File: src/jtag_dbg_pkg.sv
/*
 * Shared definitions for the JTAG debug transport and system-bus access.
 * JTAG instruction codes, DMI scan layout and op codes,
 * DMI register addresses and SBCS bit positions.
 */

`default_nettype none

package jtag_dbg_pkg;

  // JTAG instruction register
  localparam int unsigned IR_LEN = 5;

  localparam logic [IR_LEN-1:0] IR_IDCODE = 5'h01;
  localparam logic [IR_LEN-1:0] IR_DMI    = 5'h11;
  localparam logic [IR_LEN-1:0] IR_BYPASS = 5'h1f;

  // DMI scan is {addr, data, op}, op shifted out first
  localparam int unsigned DMI_ABITS    = 7;
  localparam int unsigned DMI_DBITS    = 32;
  localparam int unsigned DMI_SCAN_LEN = DMI_ABITS + DMI_DBITS + 2;

  typedef enum logic [1:0] {
    DMI_NOP   = 2'd0,
    DMI_READ  = 2'd1,
    DMI_WRITE = 2'd2
  } dmi_op_e;

  typedef logic [DMI_ABITS-1:0] dmi_addr_t;
  typedef logic [DMI_DBITS-1:0] dmi_data_t;
  typedef logic [31:0]          sb_addr_t;

  // System bus registers of the debug module
  localparam dmi_addr_t DMI_SBCS    = 7'h38;
  localparam dmi_addr_t DMI_SBADDR0 = 7'h39;
  localparam dmi_addr_t DMI_SBDATA0 = 7'h3c;

  // SBCS fields
  localparam int unsigned SBCS_READONDATA = 15;
  localparam int unsigned SBCS_AUTOINC    = 16;
  localparam int unsigned SBCS_READONADDR = 20;
  localparam int unsigned SBCS_BUSY       = 21;

  // sbaccess = 2 (32 bit) in bits 19:17, fixed
  localparam dmi_data_t SBCS_ACCESS32 = 32'h0004_0000;

endpackage

`default_nettype wire

File: src/dmi_if.sv
/*
 * DMI request channel from the TAP to the system-bus register block.
 */

`timescale 1ns/1ns
`default_nettype none

interface dmi_if
  import jtag_dbg_pkg::*;
();

  // One-cycle request strobe with its op, address and write data
  logic      req;
  dmi_op_e   op;
  dmi_addr_t addr;
  dmi_data_t wdata;

  // Read data of the register last read, and access in flight
  dmi_data_t rdata;
  logic      busy;

  modport tap  (output req, op, addr, wdata, input  rdata, busy);
  modport regs (input  req, op, addr, wdata, output rdata, busy);

endinterface

`default_nettype wire

File: src/sbus_if.sv
/*
 * System-bus word access channel from the SB registers to the memory.
 */

`timescale 1ns/1ns
`default_nettype none

interface sbus_if
  import jtag_dbg_pkg::*;
();

  logic      req;
  logic      we;
  sb_addr_t  addr;
  dmi_data_t wdata;
  // Valid the cycle after a read request
  dmi_data_t rdata;

  modport master (output req, we, addr, wdata, input  rdata);
  modport slave  (input  req, we, addr, wdata, output rdata);

endinterface

`default_nettype wire

File: src/sba_regs.sv
/*
 * System-bus access registers SBCS, SBAddress0 and SBData0.
 * Starts bus accesses on read-on-address, read-on-data and data writes,
 * applies autoincrement and tracks busy.
 */

`timescale 1ns/1ns
`default_nettype none

module sba_regs
  import jtag_dbg_pkg::*;
(
  input  logic   jtag_tck,
  input  logic   reset_i,
  dmi_if.regs    dmi,
  sbus_if.master sbus
);

  // SBCS control bits
  logic readondata_q;
  logic autoinc_q;
  logic readonaddr_q;

  sb_addr_t  sbaddr_q;
  dmi_data_t sbdata_q;
  dmi_data_t rdata_q;

  // Bus access in progress, rd_pend_q is the data return cycle
  logic sb_req_q;
  logic sb_we_q;
  logic rd_pend_q;
  logic busy;

  dmi_data_t sbcs;
  dmi_data_t reg_rdata;
  logic      wr_sbcs;
  logic      wr_addr;
  logic      wr_data;
  logic      rd_sbdata;

  assign busy = (sb_req_q & ~sb_we_q) | rd_pend_q;

  always_comb begin
    sbcs                  = SBCS_ACCESS32;
    sbcs[SBCS_BUSY]       = busy;
    sbcs[SBCS_READONADDR] = readonaddr_q;
    sbcs[SBCS_AUTOINC]    = autoinc_q;
    sbcs[SBCS_READONDATA] = readondata_q;
  end

  always_comb begin
    case (dmi.addr)
      DMI_SBCS:    reg_rdata = sbcs;
      DMI_SBADDR0: reg_rdata = sbaddr_q;
      DMI_SBDATA0: reg_rdata = sbdata_q;
      default:     reg_rdata = '0;
    endcase
  end

  assign wr_sbcs   = dmi.req && dmi.op == DMI_WRITE && dmi.addr == DMI_SBCS;
  assign wr_addr   = dmi.req && dmi.op == DMI_WRITE && dmi.addr == DMI_SBADDR0;
  assign wr_data   = dmi.req && dmi.op == DMI_WRITE && dmi.addr == DMI_SBDATA0;
  assign rd_sbdata = dmi.req && dmi.op == DMI_READ && dmi.addr == DMI_SBDATA0;

  //////////////////////////////////////////////////////////////////////
  // Register updates and bus sequencing
  //////////////////////////////////////////////////////////////////////

  always_ff @(posedge jtag_tck) begin
    if (reset_i) begin
      readondata_q <= 1'b0;
      autoinc_q    <= 1'b0;
      readonaddr_q <= 1'b0;
      sbaddr_q     <= '0;
      sbdata_q     <= '0;
      rdata_q      <= '0;
      sb_req_q     <= 1'b0;
      sb_we_q      <= 1'b0;
      rd_pend_q    <= 1'b0;
    end else begin
      sb_req_q  <= 1'b0;
      rd_pend_q <= sb_req_q & ~sb_we_q;

      if (wr_sbcs) begin
        readondata_q <= dmi.wdata[SBCS_READONDATA];
        autoinc_q    <= dmi.wdata[SBCS_AUTOINC];
        readonaddr_q <= dmi.wdata[SBCS_READONADDR];
      end

      // Latched here, before read-on-data replaces SBData0
      if (dmi.req && dmi.op == DMI_READ) begin
        rdata_q <= reg_rdata;
      end

      // Address, advanced after every bus access when autoincrement is on
      if (wr_addr) begin
        sbaddr_q <= dmi.wdata;
        if (readonaddr_q) begin
          sb_req_q <= 1'b1;
          sb_we_q  <= 1'b0;
        end
      end else if (sb_req_q && autoinc_q) begin
        sbaddr_q <= sbaddr_q + 32'd4;
      end

      if (wr_data) begin
        sbdata_q <= dmi.wdata;
        sb_req_q <= 1'b1;
        sb_we_q  <= 1'b1;
      end else if (rd_sbdata && readondata_q) begin
        sb_req_q <= 1'b1;
        sb_we_q  <= 1'b0;
      end else if (rd_pend_q) begin
        sbdata_q <= sbus.rdata;
      end
    end
  end

  assign sbus.req   = sb_req_q;
  assign sbus.we    = sb_we_q;
  assign sbus.addr  = sbaddr_q;
  assign sbus.wdata = sbdata_q;

  assign dmi.rdata = rdata_q;
  assign dmi.busy  = busy;

  // No new access while read data is still on its way back
  a_no_req_busy: assert property (@(posedge jtag_tck) disable iff (reset_i)
    sbus.req |-> !rd_pend_q);

endmodule

`default_nettype wire

File: src/flat_wrapper.sv
// flat-port wrapper written by rule: the top's interface ports become plain ports
module sba_regs_flat import jtag_dbg_pkg::*;
  (jtag_tck, reset_i, dmi_req, dmi_op, dmi_addr, dmi_wdata, dmi_rdata, dmi_busy, sbus_req, sbus_we, sbus_addr, sbus_wdata, sbus_rdata);
  dmi_if dmi_i ();
  sbus_if sbus_i ();
  input  logic jtag_tck;
  input  logic reset_i;
  input wire logic [$bits(dmi_i.req)-1:0] dmi_req;
  input wire logic [$bits(dmi_i.op)-1:0] dmi_op;
  input wire logic [$bits(dmi_i.addr)-1:0] dmi_addr;
  input wire logic [$bits(dmi_i.wdata)-1:0] dmi_wdata;
  output wire logic [$bits(dmi_i.rdata)-1:0] dmi_rdata;
  output wire logic [$bits(dmi_i.busy)-1:0] dmi_busy;
  output wire logic [$bits(sbus_i.req)-1:0] sbus_req;
  output wire logic [$bits(sbus_i.we)-1:0] sbus_we;
  output wire logic [$bits(sbus_i.addr)-1:0] sbus_addr;
  output wire logic [$bits(sbus_i.wdata)-1:0] sbus_wdata;
  input wire logic [$bits(sbus_i.rdata)-1:0] sbus_rdata;
  assign dmi_i.req = dmi_req;
  assign dmi_i.op = dmi_op;
  assign dmi_i.addr = dmi_addr;
  assign dmi_i.wdata = dmi_wdata;
  assign dmi_rdata = dmi_i.rdata;
  assign dmi_busy = dmi_i.busy;
  assign sbus_req = sbus_i.req;
  assign sbus_we = sbus_i.we;
  assign sbus_addr = sbus_i.addr;
  assign sbus_wdata = sbus_i.wdata;
  assign sbus_i.rdata = sbus_rdata;
  sba_regs u_core (.jtag_tck(jtag_tck), .reset_i(reset_i), .dmi(dmi_i), .sbus(sbus_i));
endmodule
File: config.mk
export PLATFORM = sky130hd
export DESIGN_NAME = sba_regs_flat
export DESIGN_NICKNAME = d
export VERILOG_FILES = /design/src/jtag_dbg_pkg.sv /design/src/dmi_if.sv /design/src/sbus_if.sv /design/src/sba_regs.sv /design/src/flat_wrapper.sv
export SDC_FILE = /design/constraint.sdc
export NUM_CORES = 1
export LEC_CHECK = 0
export ABC_AREA = 1
export BUFFER_PORTS_ARGS = -buffer_cell sky130_fd_sc_hd__clkbuf_2
export CAP_MARGIN = 25
export CORE_ASPECT_RATIO = 0.8
export CORE_MARGIN = 10
export CORE_UTILIZATION = 55
export CTS_BUF_LIST = sky130_fd_sc_hd__clkbuf_8
export DETAILED_ROUTE_END_ITERATION = 6
export PLACE_DENSITY = 0.85
export SLEW_MARGIN = 15
export SYNTH_ARGS = -nofsm -noshare
export SYNTH_HDL_FRONTEND = slang
export SYNTH_SLANG_ARGS = --single-unit
File: constraint.sdc
create_clock -name jtag_tck -period 3.1 [get_ports jtag_tck]
set_input_delay 0.465 -clock jtag_tck [delete_from_list [all_inputs] [get_ports jtag_tck]]
set_output_delay 0.465 -clock jtag_tck [all_outputs]
set_load 0.01 [all_outputs]
# [Word-level counts from Yosys, hierarchy flattened]
# Index checks and enable logic that the tools add are counted.
[op_classes] eq_ne=6 n_reduce_logical=14 muxes=14 n_bitwise=3 addsub=1
[ops] operator="$mux 32" n=5
[ops] operator="$pmux 32 s3" n=1
[ops] operator="$add 32x3->32 const B" n=1
[ops] operator="$eq 7x6->1 const B" n=3
[ops] operator="$logic_and 1x1->1" n=8
[ops] operator="$mux 1" n=8
[ops] operator="$reduce_bool 3->1" n=2
[ops] operator="$reduce_and 2->1" n=2
[ops] operator="$reduce_bool 2->1" n=2
[ops] operator="$eq 2x1->1 const B" n=1
[ops] operator="$eq 2x2->1 const B" n=1
[ops] operator="$ne 2x1->1 const B" n=1
[ops] operator="$and 1x1->1" n=1
[ops] operator="$not 1->1" n=1
[ops] operator="$or 1x1->1" n=1
[totals] out_inout_bits=99 ff_bits=102 inputBits=76 wordCells=47

# [Longest topological paths before layout]
[logic_depth] depth_word=6 depth_mapped=11 mapped_depth_nobuf=10

# [Worst setup path after synthesis]
# Ideal clock, no wire load.
[synth_timing] path_kind="input to register" start="in dmi_addr[6]" end="reg u_core.sbdata_q[11] (netlist: u_core.sbus.wdata[11])" stages=10 setup_ns=0.113 slack_ns=1.443 arrival_ns=1.544 cell_sequence="inv_1 -> nand3_1 -> nor3_4 -> nand2_1 -> buf_2 -> clkbuf_1 -> nand2_1 -> nand2_1 -> nor2_1 -> nor2_1"
[synth_between] elab_chain_cells=5 word_cells_on_any_way=8 cone_classes="eq/ne: 2; mux: 1; reduce/logical: 5"
[synth_lines] element="start: declaration" line_no="flat_wrapper.sv:10" source="input wire logic [$bits(dmi_i.addr)-1:0] dmi_addr;"
[synth_lines] element="$eq 7x6->1 *" line_no="sba_regs.sv:62, sba_regs.sv:63"
[synth_lines] element="$logic_and 1x1->1" line_no="sba_regs.sv:63" source="assign rd_sbdata = dmi.req && dmi.op == DMI_READ && dmi.addr == DMI_SBDATA0;"
[synth_lines] element="$logic_and 1x1->1" line_no="sba_regs.sv:110" source="end else if (rd_sbdata && readondata_q) begin"
[synth_lines] element="$ne 2x1->1 (no source line)"
[synth_lines] element="$reduce_and 2->1 (no source line)"
[synth_lines] element="end signal: assignment" line_no="sba_regs.sv:107" source="sbdata_q <= dmi.wdata;"
[synth_lines] element="end signal: assignment" line_no="sba_regs.sv:114" source="sbdata_q <= sbus.rdata;"
[synth_lines] element="end: declaration" line_no="sba_regs.sv:25" source="dmi_data_t sbdata_q;"
# Every way passes the cells marked *; elsewhere a longest branch is shown, timed or not.
# A chain may end at the register's enable or synchronous reset.

# [Final worst setup path]
[layout_timing] start="in dmi_addr[2]" end="reg u_core.sbaddr_q[21] (netlist: u_core.sbus.addr[21])"
[layout_between] elab_chain_cells=3 word_cells_on_any_way=4 cone_classes="eq/ne: 1; mux: 1; reduce/logical: 2"
[layout_lines] element="$eq 7x6->1 *" line_no="sba_regs.sv:61" source="assign wr_addr = dmi.req && dmi.op == DMI_WRITE && dmi.addr == DMI_SBADDR0;"
[layout_lines] element="$logic_and 1x1->1 *" line_no="sba_regs.sv:61"
[layout_lines] element="$mux 32 / $reduce_bool 2->1 (equally long branches)"
[layout_lines] element="end signal: assignment" line_no="sba_regs.sv:97" source="sbaddr_q <= dmi.wdata;"
[layout_lines] element="end signal: assignment" line_no="sba_regs.sv:103" source="sbaddr_q <= sbaddr_q + 32'd4;"
[layout_lines] element="end: declaration" line_no="sba_regs.sv:24" source="sb_addr_t sbaddr_q;"
# Marked as above.

==> run metrics <==
Crit Path Category input pin to register; Multi-input gate area 0.00307 mm^2; Syn Inst Count 989; YS warnings 0; met3 usage 6.65%; net count after synthesis 1066; via count of the first global-routing pass 6179; row cnt 33; initial DRC count 866; number of synthesized register bits 102; post-place instance area 0.00669 mm^2; most common cell after layout, fill and taps aside nand2_1; critical-path cell list clkbuf_2 -> inv_1 -> nand2_1 -> nor2_1 -> nand3_2 -> nand2_1 -> inv_1 -> nand3_1 -> a21oi_1; synthesis-to-layout area growth 20.1%; Filler cells 1017; Final Cell Area 0.00690 mm^2; nets 1217; # H-tree levels 3; # diodes 0; Post-DRT Antenna Nets 0; status complete, no violations; I/O Buffers 174; sequential area share after synthesis 35.6%; cell leakage power 3.40 nW; Peak VDD IR 0.212 mV; Crit path max-delay family simple AND/OR/NAND/NOR gates; share of cells above drive strength 1 18.5%; GRT met1 Usage 36.0%; Worst Setup Start Kind input pin; Initial Util 56.1%; worst stage delay on the critical path 0.48 ns; clk sink count 102; most frequent cells in the layout 375 x nand2_1, 174 x clkbuf_2, 118 x nor2_1, 114 x inv_1, 102 x dfxtp_1; Final Wtd Congestion 0.950; hpwl dp 15300 um; met2 usage 39.5%; Setup WS pre-CTS 0.551 ns; Crit Path Max Fanout 21; die area 0.0150 mm^2; num ports 175; CTS tree done; CP arrival 2.47 ns; CP endpoint kind register; Required @ worst endpoint 3.34 ns; worst setup margin 0.871 ns; total gr overflow 0; slowest cell on the critical path nor2_1; Final Critical Period 2.23 ns; cts bufs inserted 9; Max Freq 0.449 GHz; clk buf depth 2; Root Driver clkbuf_8; first-pass GRT wire length 32100 um; Max-slew headroom 50.7%; max_cap viols 0; crit path buf inv count 3; cell area after synthesis 0.00574 mm^2; Residual DRC 0; Hold Crit Class input pin to register; Total GRT Usage 26.0%; DRT Pass-1 Iters 6; post-synthesis cell type count 24; chip width 134 um; core area 0.0102 mm^2; Storage cell area 0.00204 mm^2; CTS Hold Buffers Added 0; largest net degree at the start of global routing 63; CTS clk-pin slew, worst paths 0.10 ns; busiest layer in global routing met2; Avg Inst Size Synth 5.81 um^2; Fin. Hold Viols 0; Least-Margin Pin Slew 0.739 ns; DIE HEIGHT 111 um; worst skew pair latency 0.38 ns; initial antenna violation count 0; max-slew violations 0; vias 6767; crit share post-route 71.9%; cells resized by post-CTS repair 0; TNS Setup 0 ns; Setup Buffers After CTS 0; final wirelength 20200 um; RSZ-0062 raised after global routing false; Vias/cell 5.27; pwr/cell area 341 mW/mm^2; WL/cell 15.7 um; clock skew 0.0127 ns; setup violation total in the final timing report 0
[cell families (layout without fill, tap and decap cells)]
| group | Yosys count | count (layout) | share of synthesized area [%] |
|---|---|---|---|
| and+or+nand+nor | 607 | 607 | 42.7 |
| adders and majority gates | 1 | 1 | 0.218 |
| AOI/OAI and AO/OA | 109 | 109 | 9.61 |
| xor gates and xnor gates | 6 | 6 | 0.915 |
| DFF | 102 | 102 | 35.6 |
| buffers and inverters | 164 | 320 | 11.0 |
[synth_stat cells]
| master | n | area [um^2] |
|---|---|---|
| nor3_4 | 1 | 16.3 |
| nor2_2 | 3 | 18.8 |
| o21bai_1 | 1 | 7.51 |
| o21ai_0 | 48 | 240 |
| o21ai_1 | 1 | 5.00 |
| nand3_2 | 1 | 10.0 |
| a21oi_1 | 56 | 280 |
| buf_1 | 1 | 3.75 |
| nor2_1 | 118 | 443 |
| dfxtp_1 | 102 | 2040 |
| buf_2 | 13 | 65.1 |
| nor3_1 | 1 | 5.00 |
| nand3b_1 | 1 | 7.51 |
| o22ai_1 | 3 | 18.8 |
| and2_1 | 3 | 18.8 |
| clkbuf_1 | 33 | 124 |
| xor2_1 | 6 | 52.6 |
| inv_2 | 4 | 15.0 |
| nand4_1 | 3 | 18.8 |
| ha_1 | 1 | 12.5 |
| nand2_1 | 375 | 1410 |
| nand3_1 | 100 | 500 |
| inv_1 | 113 | 424 |
| nand2_2 | 1 | 6.26 |
[sequential cells by signal, summed over array words and instances, names as in the netlist]
signal	cells
u_core.dmi.rdata	32
u_core.sbus.req	1
u_core.rd_pend_q	1
u_core.sbus.wdata	32
u_core.sbus.we	1
u_core.readondata_q	1
u_core.readonaddr_q	1
u_core.sbus.addr	32
u_core.autoinc_q	1
[worst register-to-register path: cells and delay by family (launching register included)]
family	cells	cell delay [ns]
flip-flops	1	0.40
AND/OR/NAND/NOR	3	0.43
buffers and inverters	3	0.91
AO/OA/AOI/OAI	1	0.18
[final cells by class]
| class | count | area share [%] |
|---|---|---|
| inverters | 117 | 6.37 |
| multi-input cells | 723 | 44.5 |
| clock inverters | 7 | 1.16 |
| repair buffers | 187 | 14.0 |
| clock buffers | 9 | 1.80 |
| well taps | 140 | 2.54 |
| flip-flops and latches | 102 | 29.6 |
[power by group]
group	internal, W	switching (W)
Clock	0.000385	0.000507
Sequential	0.00131	0.00000118
Combinational	0.0000538	0.0000963
[metal layers]
metal / routed length [um] / part of all wire, % / vias to the layer above
met5: 0 / 0 / -
met4: 318 / 1.6 / 0
met3: 2290 / 11 / 33
met2: 8980 / 44 / 388
met1: 8650 / 43 / 2996
li1: - / - / 3350
[worst paths after layout]
kind / from / endpoint / slack (ns) / cells after the start
max: dmi_addr[2] / u_core.sbus.addr[21] / 0.87 / 9
min: sbus_rdata[22] / u_core.sbus.wdata[22] / 0.39 / 5
max reg2reg: u_core.sbus.req / u_core.sbus.addr[21] / 1.11 / 7
min reg2reg: u_core.autoinc_q / u_core.autoinc_q / 0.47 / 2
[per-stage QoR]
step / hold slack, ns / total power [W] / std cells / utilization (%)
after global routing: 0.403 / 0.00242 / 1285 / 67.4
after floorplan: 0.437 / 0.00141 / 989 / -
after CTS: 0.384 / 0.00235 / 1285 / 67.4
after global placement: 0.449 / 0.00149 / 1269 / 65.4
final: 0.393 / 0.00235 / 1285 / 67.4
after detailed placement: 0.454 / 0.00149 / 1269 / 65.4
No activity file was read; power rests on OpenSTA's default activity.
