<file path="config.mk">
export PLATFORM = sky130hd
export DESIGN_NAME = jtag_tap_flat
export DESIGN_NICKNAME = d
export VERILOG_FILES = /design/src/jtag_dbg_pkg.sv /design/src/dmi_if.sv /design/src/jtag_tap.sv /design/src/flat_wrapper.sv
export SDC_FILE = /design/constraint.sdc
export NUM_CORES = 1
export LEC_CHECK = 0
export BUFFER_PORTS_ARGS = -buffer_cell sky130_fd_sc_hd__buf_4
export CAP_MARGIN = 10
export CORE_MARGIN = 3
export CORE_UTILIZATION = 51
export CTS_BUF_LIST = sky130_fd_sc_hd__clkbuf_4 sky130_fd_sc_hd__clkbuf_8
export CTS_CLUSTER_DIAMETER = 60
export DETAILED_ROUTE_END_ITERATION = 10
export PLACE_DENSITY = 0.85
export RECOVER_POWER = 50
export REMOVE_ABC_BUFFERS = 1
export SYNTH_ARGS = -nofsm -noshare
export SYNTH_HDL_FRONTEND = slang
export SYNTH_SLANG_ARGS = --single-unit
</file>
<file path="constraint.sdc">
create_clock -name jtag_tck -period 4.7 [get_ports jtag_tck]
set_input_delay 0.235 -clock jtag_tck [delete_from_list [all_inputs] [get_ports jtag_tck]]
set_output_delay 0.235 -clock jtag_tck [all_outputs]
set_load 0.01 [all_outputs]
</file>
<file path="src/jtag_dbg_pkg.sv">
/*
 * Shared definitions for the JTAG debug transport and system-bus access.
 * JTAG instruction codes, DMI scan layout and op codes,
 * DMI register addresses and SBCS bit positions.
 */

`default_nettype none

package jtag_dbg_pkg;

  // JTAG instruction register
  localparam int unsigned IR_LEN = 5;

  localparam logic [IR_LEN-1:0] IR_IDCODE = 5'h01;
  localparam logic [IR_LEN-1:0] IR_DMI    = 5'h11;
  localparam logic [IR_LEN-1:0] IR_BYPASS = 5'h1f;

  // DMI scan is {addr, data, op}, op shifted out first
  localparam int unsigned DMI_ABITS    = 7;
  localparam int unsigned DMI_DBITS    = 32;
  localparam int unsigned DMI_SCAN_LEN = DMI_ABITS + DMI_DBITS + 2;

  typedef enum logic [1:0] {
    DMI_NOP   = 2'd0,
    DMI_READ  = 2'd1,
    DMI_WRITE = 2'd2
  } dmi_op_e;

  typedef logic [DMI_ABITS-1:0] dmi_addr_t;
  typedef logic [DMI_DBITS-1:0] dmi_data_t;
  typedef logic [31:0]          sb_addr_t;

  // System bus registers of the debug module
  localparam dmi_addr_t DMI_SBCS    = 7'h38;
  localparam dmi_addr_t DMI_SBADDR0 = 7'h39;
  localparam dmi_addr_t DMI_SBDATA0 = 7'h3c;

  // SBCS fields
  localparam int unsigned SBCS_READONDATA = 15;
  localparam int unsigned SBCS_AUTOINC    = 16;
  localparam int unsigned SBCS_READONADDR = 20;
  localparam int unsigned SBCS_BUSY       = 21;

  // sbaccess = 2 (32 bit) in bits 19:17, fixed
  localparam dmi_data_t SBCS_ACCESS32 = 32'h0004_0000;

endpackage

`default_nettype wire

</file>
<file path="src/dmi_if.sv">
/*
 * DMI request channel from the TAP to the system-bus register block.
 */

`timescale 1ns/1ns
`default_nettype none

interface dmi_if
  import jtag_dbg_pkg::*;
();

  // One-cycle request strobe with its op, address and write data
  logic      req;
  dmi_op_e   op;
  dmi_addr_t addr;
  dmi_data_t wdata;

  // Read data of the register last read, and access in flight
  dmi_data_t rdata;
  logic      busy;

  modport tap  (output req, op, addr, wdata, input  rdata, busy);
  modport regs (input  req, op, addr, wdata, output rdata, busy);

endinterface

`default_nettype wire

</file>
<file path="src/jtag_tap.sv">
/*
 * JTAG TAP controller with a 5-bit instruction register.
 * Data registers are IDCODE, BYPASS and the 41-bit DMI scan chain,
 * which issues DMI requests at Update-DR.
 */

`timescale 1ns/1ns
`default_nettype none

module jtag_tap
  import jtag_dbg_pkg::*;
#(
  parameter logic [31:0] IdCode = 32'h10a5_3cd1
) (
  input  logic jtag_tck,
  input  logic reset_i,
  input  logic tms_i,
  input  logic tdi_i,
  output logic tdo_o,
  dmi_if.tap   dmi
);

  typedef enum logic [3:0] {
    TEST_LOGIC_RESET, RUN_TEST_IDLE,
    SELECT_DR, CAPTURE_DR, SHIFT_DR, EXIT1_DR, PAUSE_DR, EXIT2_DR, UPDATE_DR,
    SELECT_IR, CAPTURE_IR, SHIFT_IR, EXIT1_IR, PAUSE_IR, EXIT2_IR, UPDATE_IR
  } tap_state_e;

  typedef enum logic [1:0] {DR_BYPASS, DR_IDCODE, DR_DMI} dr_sel_e;

  tap_state_e state_q, state_d;
  dr_sel_e    dr_sel;

  logic [IR_LEN-1:0]       ir_q;
  logic [IR_LEN-1:0]       ir_sr_q;
  logic [31:0]             idcode_sr_q;
  logic                    bypass_q;
  logic [DMI_SCAN_LEN-1:0] dmi_sr_q;

  logic      req_q;
  dmi_op_e   op_q;
  dmi_addr_t addr_q;
  dmi_data_t wdata_q;

  //////////////////////////////////////////////////////////////////////
  // TAP state machine
  //////////////////////////////////////////////////////////////////////

  always_comb begin
    case (state_q)
      TEST_LOGIC_RESET: state_d = tms_i ? TEST_LOGIC_RESET : RUN_TEST_IDLE;
      RUN_TEST_IDLE:    state_d = tms_i ? SELECT_DR : RUN_TEST_IDLE;
      SELECT_DR:        state_d = tms_i ? SELECT_IR : CAPTURE_DR;
      CAPTURE_DR:       state_d = tms_i ? EXIT1_DR : SHIFT_DR;
      SHIFT_DR:         state_d = tms_i ? EXIT1_DR : SHIFT_DR;
      EXIT1_DR:         state_d = tms_i ? UPDATE_DR : PAUSE_DR;
      PAUSE_DR:         state_d = tms_i ? EXIT2_DR : PAUSE_DR;
      EXIT2_DR:         state_d = tms_i ? UPDATE_DR : SHIFT_DR;
      UPDATE_DR:        state_d = tms_i ? SELECT_DR : RUN_TEST_IDLE;
      SELECT_IR:        state_d = tms_i ? TEST_LOGIC_RESET : CAPTURE_IR;
      CAPTURE_IR:       state_d = tms_i ? EXIT1_IR : SHIFT_IR;
      SHIFT_IR:         state_d = tms_i ? EXIT1_IR : SHIFT_IR;
      EXIT1_IR:         state_d = tms_i ? UPDATE_IR : PAUSE_IR;
      PAUSE_IR:         state_d = tms_i ? EXIT2_IR : PAUSE_IR;
      EXIT2_IR:         state_d = tms_i ? UPDATE_IR : SHIFT_IR;
      UPDATE_IR:        state_d = tms_i ? SELECT_DR : RUN_TEST_IDLE;
      default:          state_d = TEST_LOGIC_RESET;
    endcase
  end

  always_ff @(posedge jtag_tck) begin
    if (reset_i) begin
      state_q <= TEST_LOGIC_RESET;
      ir_q    <= IR_IDCODE;
    end else begin
      state_q <= state_d;
      if (state_q == TEST_LOGIC_RESET) begin
        ir_q <= IR_IDCODE;
      end else if (state_q == UPDATE_IR) begin
        ir_q <= ir_sr_q;
      end
    end
  end

  // IR capture pattern ends in 01 as the standard asks
  always_ff @(posedge jtag_tck) begin
    if (state_q == CAPTURE_IR) begin
      ir_sr_q <= IR_LEN'(1);
    end else if (state_q == SHIFT_IR) begin
      ir_sr_q <= {tdi_i, ir_sr_q[IR_LEN-1:1]};
    end
  end

  //////////////////////////////////////////////////////////////////////
  // Data registers
  //////////////////////////////////////////////////////////////////////

  // Unknown instructions fall back to bypass
  always_comb begin
    case (ir_q)
      IR_IDCODE: dr_sel = DR_IDCODE;
      IR_DMI:    dr_sel = DR_DMI;
      IR_BYPASS: dr_sel = DR_BYPASS;
      default:   dr_sel = DR_BYPASS;
    endcase
  end

  always_ff @(posedge jtag_tck) begin
    if (state_q == CAPTURE_DR) begin
      idcode_sr_q <= IdCode;
      bypass_q    <= 1'b0;
      // Last request's address with the latched read data, status ok
      dmi_sr_q    <= {addr_q, dmi.rdata, DMI_NOP};
    end else if (state_q == SHIFT_DR) begin
      case (dr_sel)
        DR_IDCODE: idcode_sr_q <= {tdi_i, idcode_sr_q[31:1]};
        DR_DMI:    dmi_sr_q    <= {tdi_i, dmi_sr_q[DMI_SCAN_LEN-1:1]};
        default:   bypass_q    <= tdi_i;
      endcase
    end
  end

  // TDO follows the shift register, so it changes on the shifting edge
  always_comb begin
    tdo_o = 1'b0;
    if (state_q == SHIFT_IR) begin
      tdo_o = ir_sr_q[0];
    end else if (state_q == SHIFT_DR) begin
      case (dr_sel)
        DR_IDCODE: tdo_o = idcode_sr_q[0];
        DR_DMI:    tdo_o = dmi_sr_q[0];
        default:   tdo_o = bypass_q;
      endcase
    end
  end

  //////////////////////////////////////////////////////////////////////
  // DMI request
  //////////////////////////////////////////////////////////////////////

  always_ff @(posedge jtag_tck) begin
    if (reset_i) begin
      req_q  <= 1'b0;
      addr_q <= '0;
    end else begin
      req_q <= 1'b0;
      if (state_q == UPDATE_DR && dr_sel == DR_DMI &&
          dmi_sr_q[1:0] inside {DMI_READ, DMI_WRITE}) begin
        req_q  <= 1'b1;
        addr_q <= dmi_sr_q[DMI_SCAN_LEN-1 -: DMI_ABITS];
      end
    end
  end

  always_ff @(posedge jtag_tck) begin
    if (state_q == UPDATE_DR && dr_sel == DR_DMI) begin
      op_q    <= dmi_op_e'(dmi_sr_q[1:0]);
      wdata_q <= dmi_sr_q[DMI_DBITS+1:2];
    end
  end

  assign dmi.req   = req_q;
  assign dmi.op    = op_q;
  assign dmi.addr  = addr_q;
  assign dmi.wdata = wdata_q;

  // A DMI scan is far longer than any bus access
  a_req_single: assert property (@(posedge jtag_tck) disable iff (reset_i)
    dmi.req |=> !dmi.req);
  a_req_not_busy: assert property (@(posedge jtag_tck) disable iff (reset_i)
    dmi.req |-> !dmi.busy);

endmodule

`default_nettype wire

</file>
<file path="src/flat_wrapper.sv">
// flat-port wrapper written by rule: the top's interface ports become plain ports
module jtag_tap_flat import jtag_dbg_pkg::*;
#(
  parameter logic [31:0] IdCode = 32'h10a5_3cd1
)
  (jtag_tck, reset_i, tms_i, tdi_i, tdo_o, dmi_req, dmi_op, dmi_addr, dmi_wdata, dmi_rdata, dmi_busy);
  dmi_if dmi_i ();
  input  logic jtag_tck;
  input  logic reset_i;
  input  logic tms_i;
  input  logic tdi_i;
  output logic tdo_o;
  output wire logic [$bits(dmi_i.req)-1:0] dmi_req;
  output wire logic [$bits(dmi_i.op)-1:0] dmi_op;
  output wire logic [$bits(dmi_i.addr)-1:0] dmi_addr;
  output wire logic [$bits(dmi_i.wdata)-1:0] dmi_wdata;
  input wire logic [$bits(dmi_i.rdata)-1:0] dmi_rdata;
  input wire logic [$bits(dmi_i.busy)-1:0] dmi_busy;
  assign dmi_req = dmi_i.req;
  assign dmi_op = dmi_i.op;
  assign dmi_addr = dmi_i.addr;
  assign dmi_wdata = dmi_i.wdata;
  assign dmi_i.rdata = dmi_rdata;
  assign dmi_i.busy = dmi_busy;
  jtag_tap #(.IdCode(IdCode)) u_core (.jtag_tck(jtag_tck), .reset_i(reset_i), .tms_i(tms_i), .tdi_i(tdi_i), .tdo_o(tdo_o), .dmi(dmi_i));
endmodule
</file>
Word level (Yosys, flattened, before mapping)
Index checks and enable logic that the tools add are counted. W data, S select, Z words.

Equality and inequality tests: 21. Multiplexer cells: 21. Bitwise logic cells: 1. Reductions and logical operators: 15.

Operators by type and width (number): $mux W41 (3); $pmux W4 S12 (1); $eq A4 B4 Y1 const B (8); $eq A4 B3 Y1 const B (4); $mux W4 (4); $eq A4 B2 Y1 const B (2); $reduce_and A2 Y1 (4); $reduce_or A2 Y1 (4); $mux W1 (6); $mux W2 (3); $mux W3 (2); $reduce_bool A2 Y1 (3); $eq A5 B1 Y1 const B (1); $eq A5 B5 Y1 const B (1); $eq A2 B1 Y1 const B (2); $eq A2 B2 Y1 const B (2); $eq A4 B1 Y1 const B (1); $logic_not A4 Y1 (1); $pmux W2 S2 (1); $reduce_or A3 Y1 (1); $logic_and A1 B1 Y1 (2); $pmux W1 S2 (1); $not A1 Y1 (1).

Bits in registers: 130. Input port bits: 37. Output and inout port bits: 43.

Longest topological paths before layout
Word-level depth: 6. Depth in mapped cells: 6. Depth with buffers taken out: 3.

Least setup slack after synthesis
OpenSTA, ideal clock, no wires.

Path type: reg-to-reg. Start: register u_core.ir_q[1]. End: register u_core.op_q[0], in the netlist u_core.dmi.op[0], enable pin. Setup time: 467 ps. Arrival time: 3553 ps. Data required time: 4233 ps. Slack: 680 ps. Cell stages (with the launch flop): 5. Path through: dfxtp_1 or4b_1 buf_2 clkbuf_1 nor3_1.

Word-level cells in the longest chain between the ends: 4. Elaborated cells between the ends (all ways): 5. Classes of those cells: eq/ne (3); mux (1); reduce/logical (1).

RTL lines: start: declaration (RTL line jtag_tap.sv:34) `logic [IR_LEN-1:0] ir_q;`; start signal: assignment (RTL line jtag_tap.sv:80) `ir_q <= ir_sr_q;`; $eq A5 B5 Y1 / $eq A5 B1 Y1 (equally long branches) (RTL line jtag_tap.sv:100) `case (ir_q)`; $pmux W2 S2 * (RTL line jtag_tap.sv:100); $eq A2 B2 Y1 * (RTL line jtag_tap.sv:156) `if (state_q == UPDATE_DR && dr_sel == DR_DMI) begin`; $logic_and A1 B1 Y1 * (RTL line jtag_tap.sv:156); end signal: assignment (RTL line jtag_tap.sv:157) `op_q <= dmi_op_e'(dmi_sr_q[1:0]);`; end: declaration (RTL line jtag_tap.sv:41) `dmi_op_e op_q;`.

Mark *: on every way between the ends. The rest lies on a longest branch, timed or not. A chain may end at the register's enable or synchronous reset.

Final worst setup path
Start: register u_core.state_q[0]. End: register u_core.dmi_sr_q[20] (data pin).

Word-level cells in the longest chain between the ends: 2.

RTL lines: start: declaration (RTL line jtag_tap.sv:31) `tap_state_e state_q, state_d;`; start signal: assignment (RTL line jtag_tap.sv:76) `state_q <= state_d;`; $eq A4 B2 Y1 (RTL line jtag_tap.sv:109) `if (state_q == CAPTURE_DR) begin`; $mux W41 (RTL line jtag_tap.sv:109); end signal: assignment (RTL line jtag_tap.sv:113) `dmi_sr_q <= {addr_q, dmi.rdata, DMI_NOP};`; end signal: assignment (RTL line jtag_tap.sv:117) `DR_DMI: dmi_sr_q <= {tdi_i, dmi_sr_q[DMI_SCAN_LEN-1:1]};`; end: declaration (RTL line jtag_tap.sv:38) `logic [DMI_SCAN_LEN-1:0] dmi_sr_q;`.

Every way passes these cells.

==> impl_metrics.json <==
{
  "status": "complete, but fails checks",
  "violations": "capacitance limit, slew limit",
  "insertion_delay_ns": 0.42,
  "end_kind": "flip-flop",
  "wire_per_inst_um": 17.2,
  "dieArea_um2": 11000,
  "start_kind": "flip-flop",
  "hp-class": "input pin to flip-flop",
  "crit_buf_inv": 1,
  "overflow": 0,
  "switchingPower_w": 0.000599,
  "rsz0062_at_grt": "false",
  "min-delay-start": "dmi_rdata[21]",
  "ff2ff_path_depth": 3,
  "grt_max_degree": 42,
  "critPathSlowestCell": "nor4bb_1",
  "viasPerCell": 5.71,
  "cts_tree": "built",
  "ys_seq_area_frac": 0.671,
  "rows": 35,
  "reg2reg_from": "u_core.state_q[0]",
  "path_delay_family": "simple AND/OR/NAND/NOR gates",
  "power_w": 0.00246,
  "internal-power_w": 0.00186,
  "grt_pass1_wl_mm": 17.1,
  "p_seq_frac": 0.546,
  "antennaDiodeCount": 0,
  "die_h_um": 105,
  "io_pins": 80,
  "synth_cell_types": 36,
  "irDropWorstVdd_uv": 220,
  "worst-path-stages": 3,
  "tightest_slew_ns": 1.87,
  "hold_ws_ns": 0.0951,
  "initial_utilization": 0.530,
  "finalWirelength_mm": 10.5,
  "clock_sinks": 130,
  "drv_cap": 2,
  "hold_path_end": "u_core.dmi_sr_q[23]",
  "synth_edf_count": 73,
  "vias": 3493,
  "clockPowerShare": 0.387,
  "fmax_mhz": 311,
  "r2r-end": "u_core.dmi_sr_q[20]",
  "critical_path.cell_chain": "nor4bb_1 > buf_4 > a22o_1",
  "fin_cells": 612,
  "critPathArrivalTime_ns": 3.50,
  "yosys_warnings": 0,
  "hold_viol_final": 0,
  "grt_pass1_vias": 3412,
  "drive_above_1_share": 0.159,
  "synthCells": 393,
  "finalSetupTns_ns": 0,
  "die_w_um": 105,
  "setup_viol": 0,
  "critPathKind": "flip-flop to flip-flop",
  "clk_path_buf_depth": 2,
  "drc_errors": 0,
  "p_sw_frac": 0.244,
  "synth_flop_cell": "edfxtp_1",
  "synth-async-reset-ratio": 0,
  "hpwl_mm": 6.60,
  "antenna_found_initial": 0,
  "leakage_nw": 2.26,
  "slew_viol_final": 49,
  "cp.required_ns": 4.99,
  "syn_area_um2": 4960,
  "fin_worst_skew_ns": 0.0102,
  "grt_usage": 0.197,
  "clockRootBuffer": "clkbuf_8",
  "io_buffers": 78,
  "cp_max_fo": 41,
  "p_per_area_nw_per_um2": 416,
  "antenna_left": 0,
  "place_congestion": 0.787,
  "core-area_um2": 9370,
  "numCtsBuffers": 17,
  "cts_setup_buffers": 0,
  "area_growth_pct": 18.9,
  "final.min_clock_period_ns": 3.21,
  "clk_pin_slew_ns": 0.08,
  "ff2ff_setup_slack_ns": 1.49,
  "ys_seq_elements": 130,
  "drt_iter0_drc": 381,
  "placedCellCount": 579,
  "hold_depth": 2,
  "relSlewSlack": -0.263,
  "syn_avg_cell_area_um2": 12.6,
  "p_comb_frac": 0.067,
  "cpPeakStageDelay_ns": 1.51,
  "first_pass_iters": 5,
  "num-nets-final": 507,
  "ctsHtreeMaxLevel": 4,
  "fin_crit_sh": 0.684
}
## worst max path at each step
stage / startpoint / endpoint / slack (ns)
finish: u_core.state_q[0] / u_core.dmi_sr_q[20] / 1.49
global route: u_core.state_q[0] / u_core.idcode_sr_q[7] / 1.14
CTS: u_core.state_q[2] / u_core.dmi_sr_q[20] / 1.78
detailed placement: u_core.state_q[2] / u_core.dmi_sr_q[7] / 1.82
global placement: u_core.state_q[2] / u_core.dmi_sr_q[7] / 1.87
floorplan: u_core.state_q[0] / u_core.dmi_sr_q[10] / -0.28
## cells in the mapped netlist, drive strengths merged (2+ instances only)
| master | n | share of area |
|---|---|---|
| dfxtp | 57 | 0.23 |
| nand3b | 2 | 0.0030 |
| nand3 | 6 | 0.0071 |
| nor2 | 19 | 0.014 |
| buf | 8 | 0.0081 |
| nand4 | 12 | 0.015 |
| a31oi | 2 | 0.0025 |
| a21oi | 13 | 0.013 |
| nor3 | 4 | 0.0050 |
| inv | 6 | 0.0045 |
| a2111oi | 3 | 0.0053 |
| o21ai | 19 | 0.019 |
| edfxtp | 73 | 0.44 |
| nor4b | 2 | 0.0035 |
| or4b | 3 | 0.0060 |
| nand2b | 4 | 0.0050 |
| mux2i | 28 | 0.056 |
| nor4 | 9 | 0.014 |
| and2 | 3 | 0.0038 |
| nor2b | 4 | 0.0050 |
| a22o | 39 | 0.069 |
| clkbuf | 21 | 0.016 |
| nand2 | 46 | 0.035 |
## worst register-to-register path, stage by stage, from the launching register on
cell      delay (ns)
dfxtp_1         0.74
nor4bb_1        1.51
buf_4           0.60
a22o_1          0.24
## final cells by class
type	count	area, um^2
fillers	753	3470
multi-input cells	228	1500
clock buffers	17	234
clock inverters	15	169
flip-flops and latches	130	3330
repair buffers	87	487
well taps	129	161
inverters	6	22.5
## cells by family after synthesis
family                 count (synthesis)  synth area share
flip-flops                           130             0.671
AND/OR/NAND/NOR                      117             0.123
AO/OA/AOI/OAI                         81             0.117
buffers and inverters                 35            0.0285
multiplexers                          28            0.0565
XOR/XNOR                               2           0.00353
## state kept, by name (all words and copies together), names as in the netlist
register / cells
u_core.bypass_q: 1
u_core.dmi.op: 2
u_core.dmi.req: 1
u_core.ir_q: 5
u_core.ir_sr_q: 5
u_core.state_q: 4
u_core.dmi.wdata: 32
u_core.dmi_sr_q: 41
u_core.dmi.addr: 7
u_core.idcode_sr_q: 32
## repair_timing
| action | 4_1_cts | 5_1_grt |
|---|---|---|
| hold endpoints to repair | 1 | 0 |
| hold buffers | 1 | 0 |
| resized for setup | 0 | 0 |
## metal layers
layer | vias to the layer above | track usage | routed length (um)
li1 | 1630 | - | -
met1 | 1683 | 0.248 | 4350
met2 | 164 | 0.327 | 5220
met3 | 16 | 0.0729 | 819
met4 | 0 | 0.0440 | 107
met5 | - | 0 | 0
## power by group through the flow
stage	Clock, W	Combinational [W]	Sequential [W]
2_1_floorplan	0	0.000112	0.00135
3_3_place_gp	0	0.000152	0.00136
3_5_place_dp	0	0.000163	0.00137
4_1_cts	0.000967	0.000167	0.00134
5_1_grt	0.00103	0.000190	0.00135
6_report	0.000950	0.000165	0.00134
## metrics by stage
stage	util	setup WS [ns]	area [um^2]
2_1_floorplan	-	-0.282	4850
3_3_place_gp	0.607	1.87	5690
3_5_place_dp	0.607	1.82	5690
4_1_cts	0.651	1.78	6100
5_1_grt	0.630	1.14	5900
6_report	0.630	1.49	5900
## cell usage in the layout, fill, tap and decap left out, drive strengths merged
cell type / n
a2111oi: 3
a211o: 1
a21oi: 13
a22o: 39
a31o: 1
a31oi: 2
a32oi: 1
and2: 3
and3: 1
buf: 41
bufinv: 2
clkbuf: 62
clkinv: 3
clkinvlp: 2
dfxtp: 57
dlygate4sd3: 1
edfxtp: 73
inv: 14
mux2i: 28
nand2: 46
nand2b: 4
nand3: 6
nand3b: 2
nand4: 12
nand4bb: 1
nor2: 19
nor2b: 4
nor3: 4
nor4: 9
nor4b: 2
nor4bb: 1
o21ai: 19
o221ai: 1
o31ai: 1
or4b: 3
xnor2: 1
xor2: 1
No activity file was read; power rests on OpenSTA's default activity.
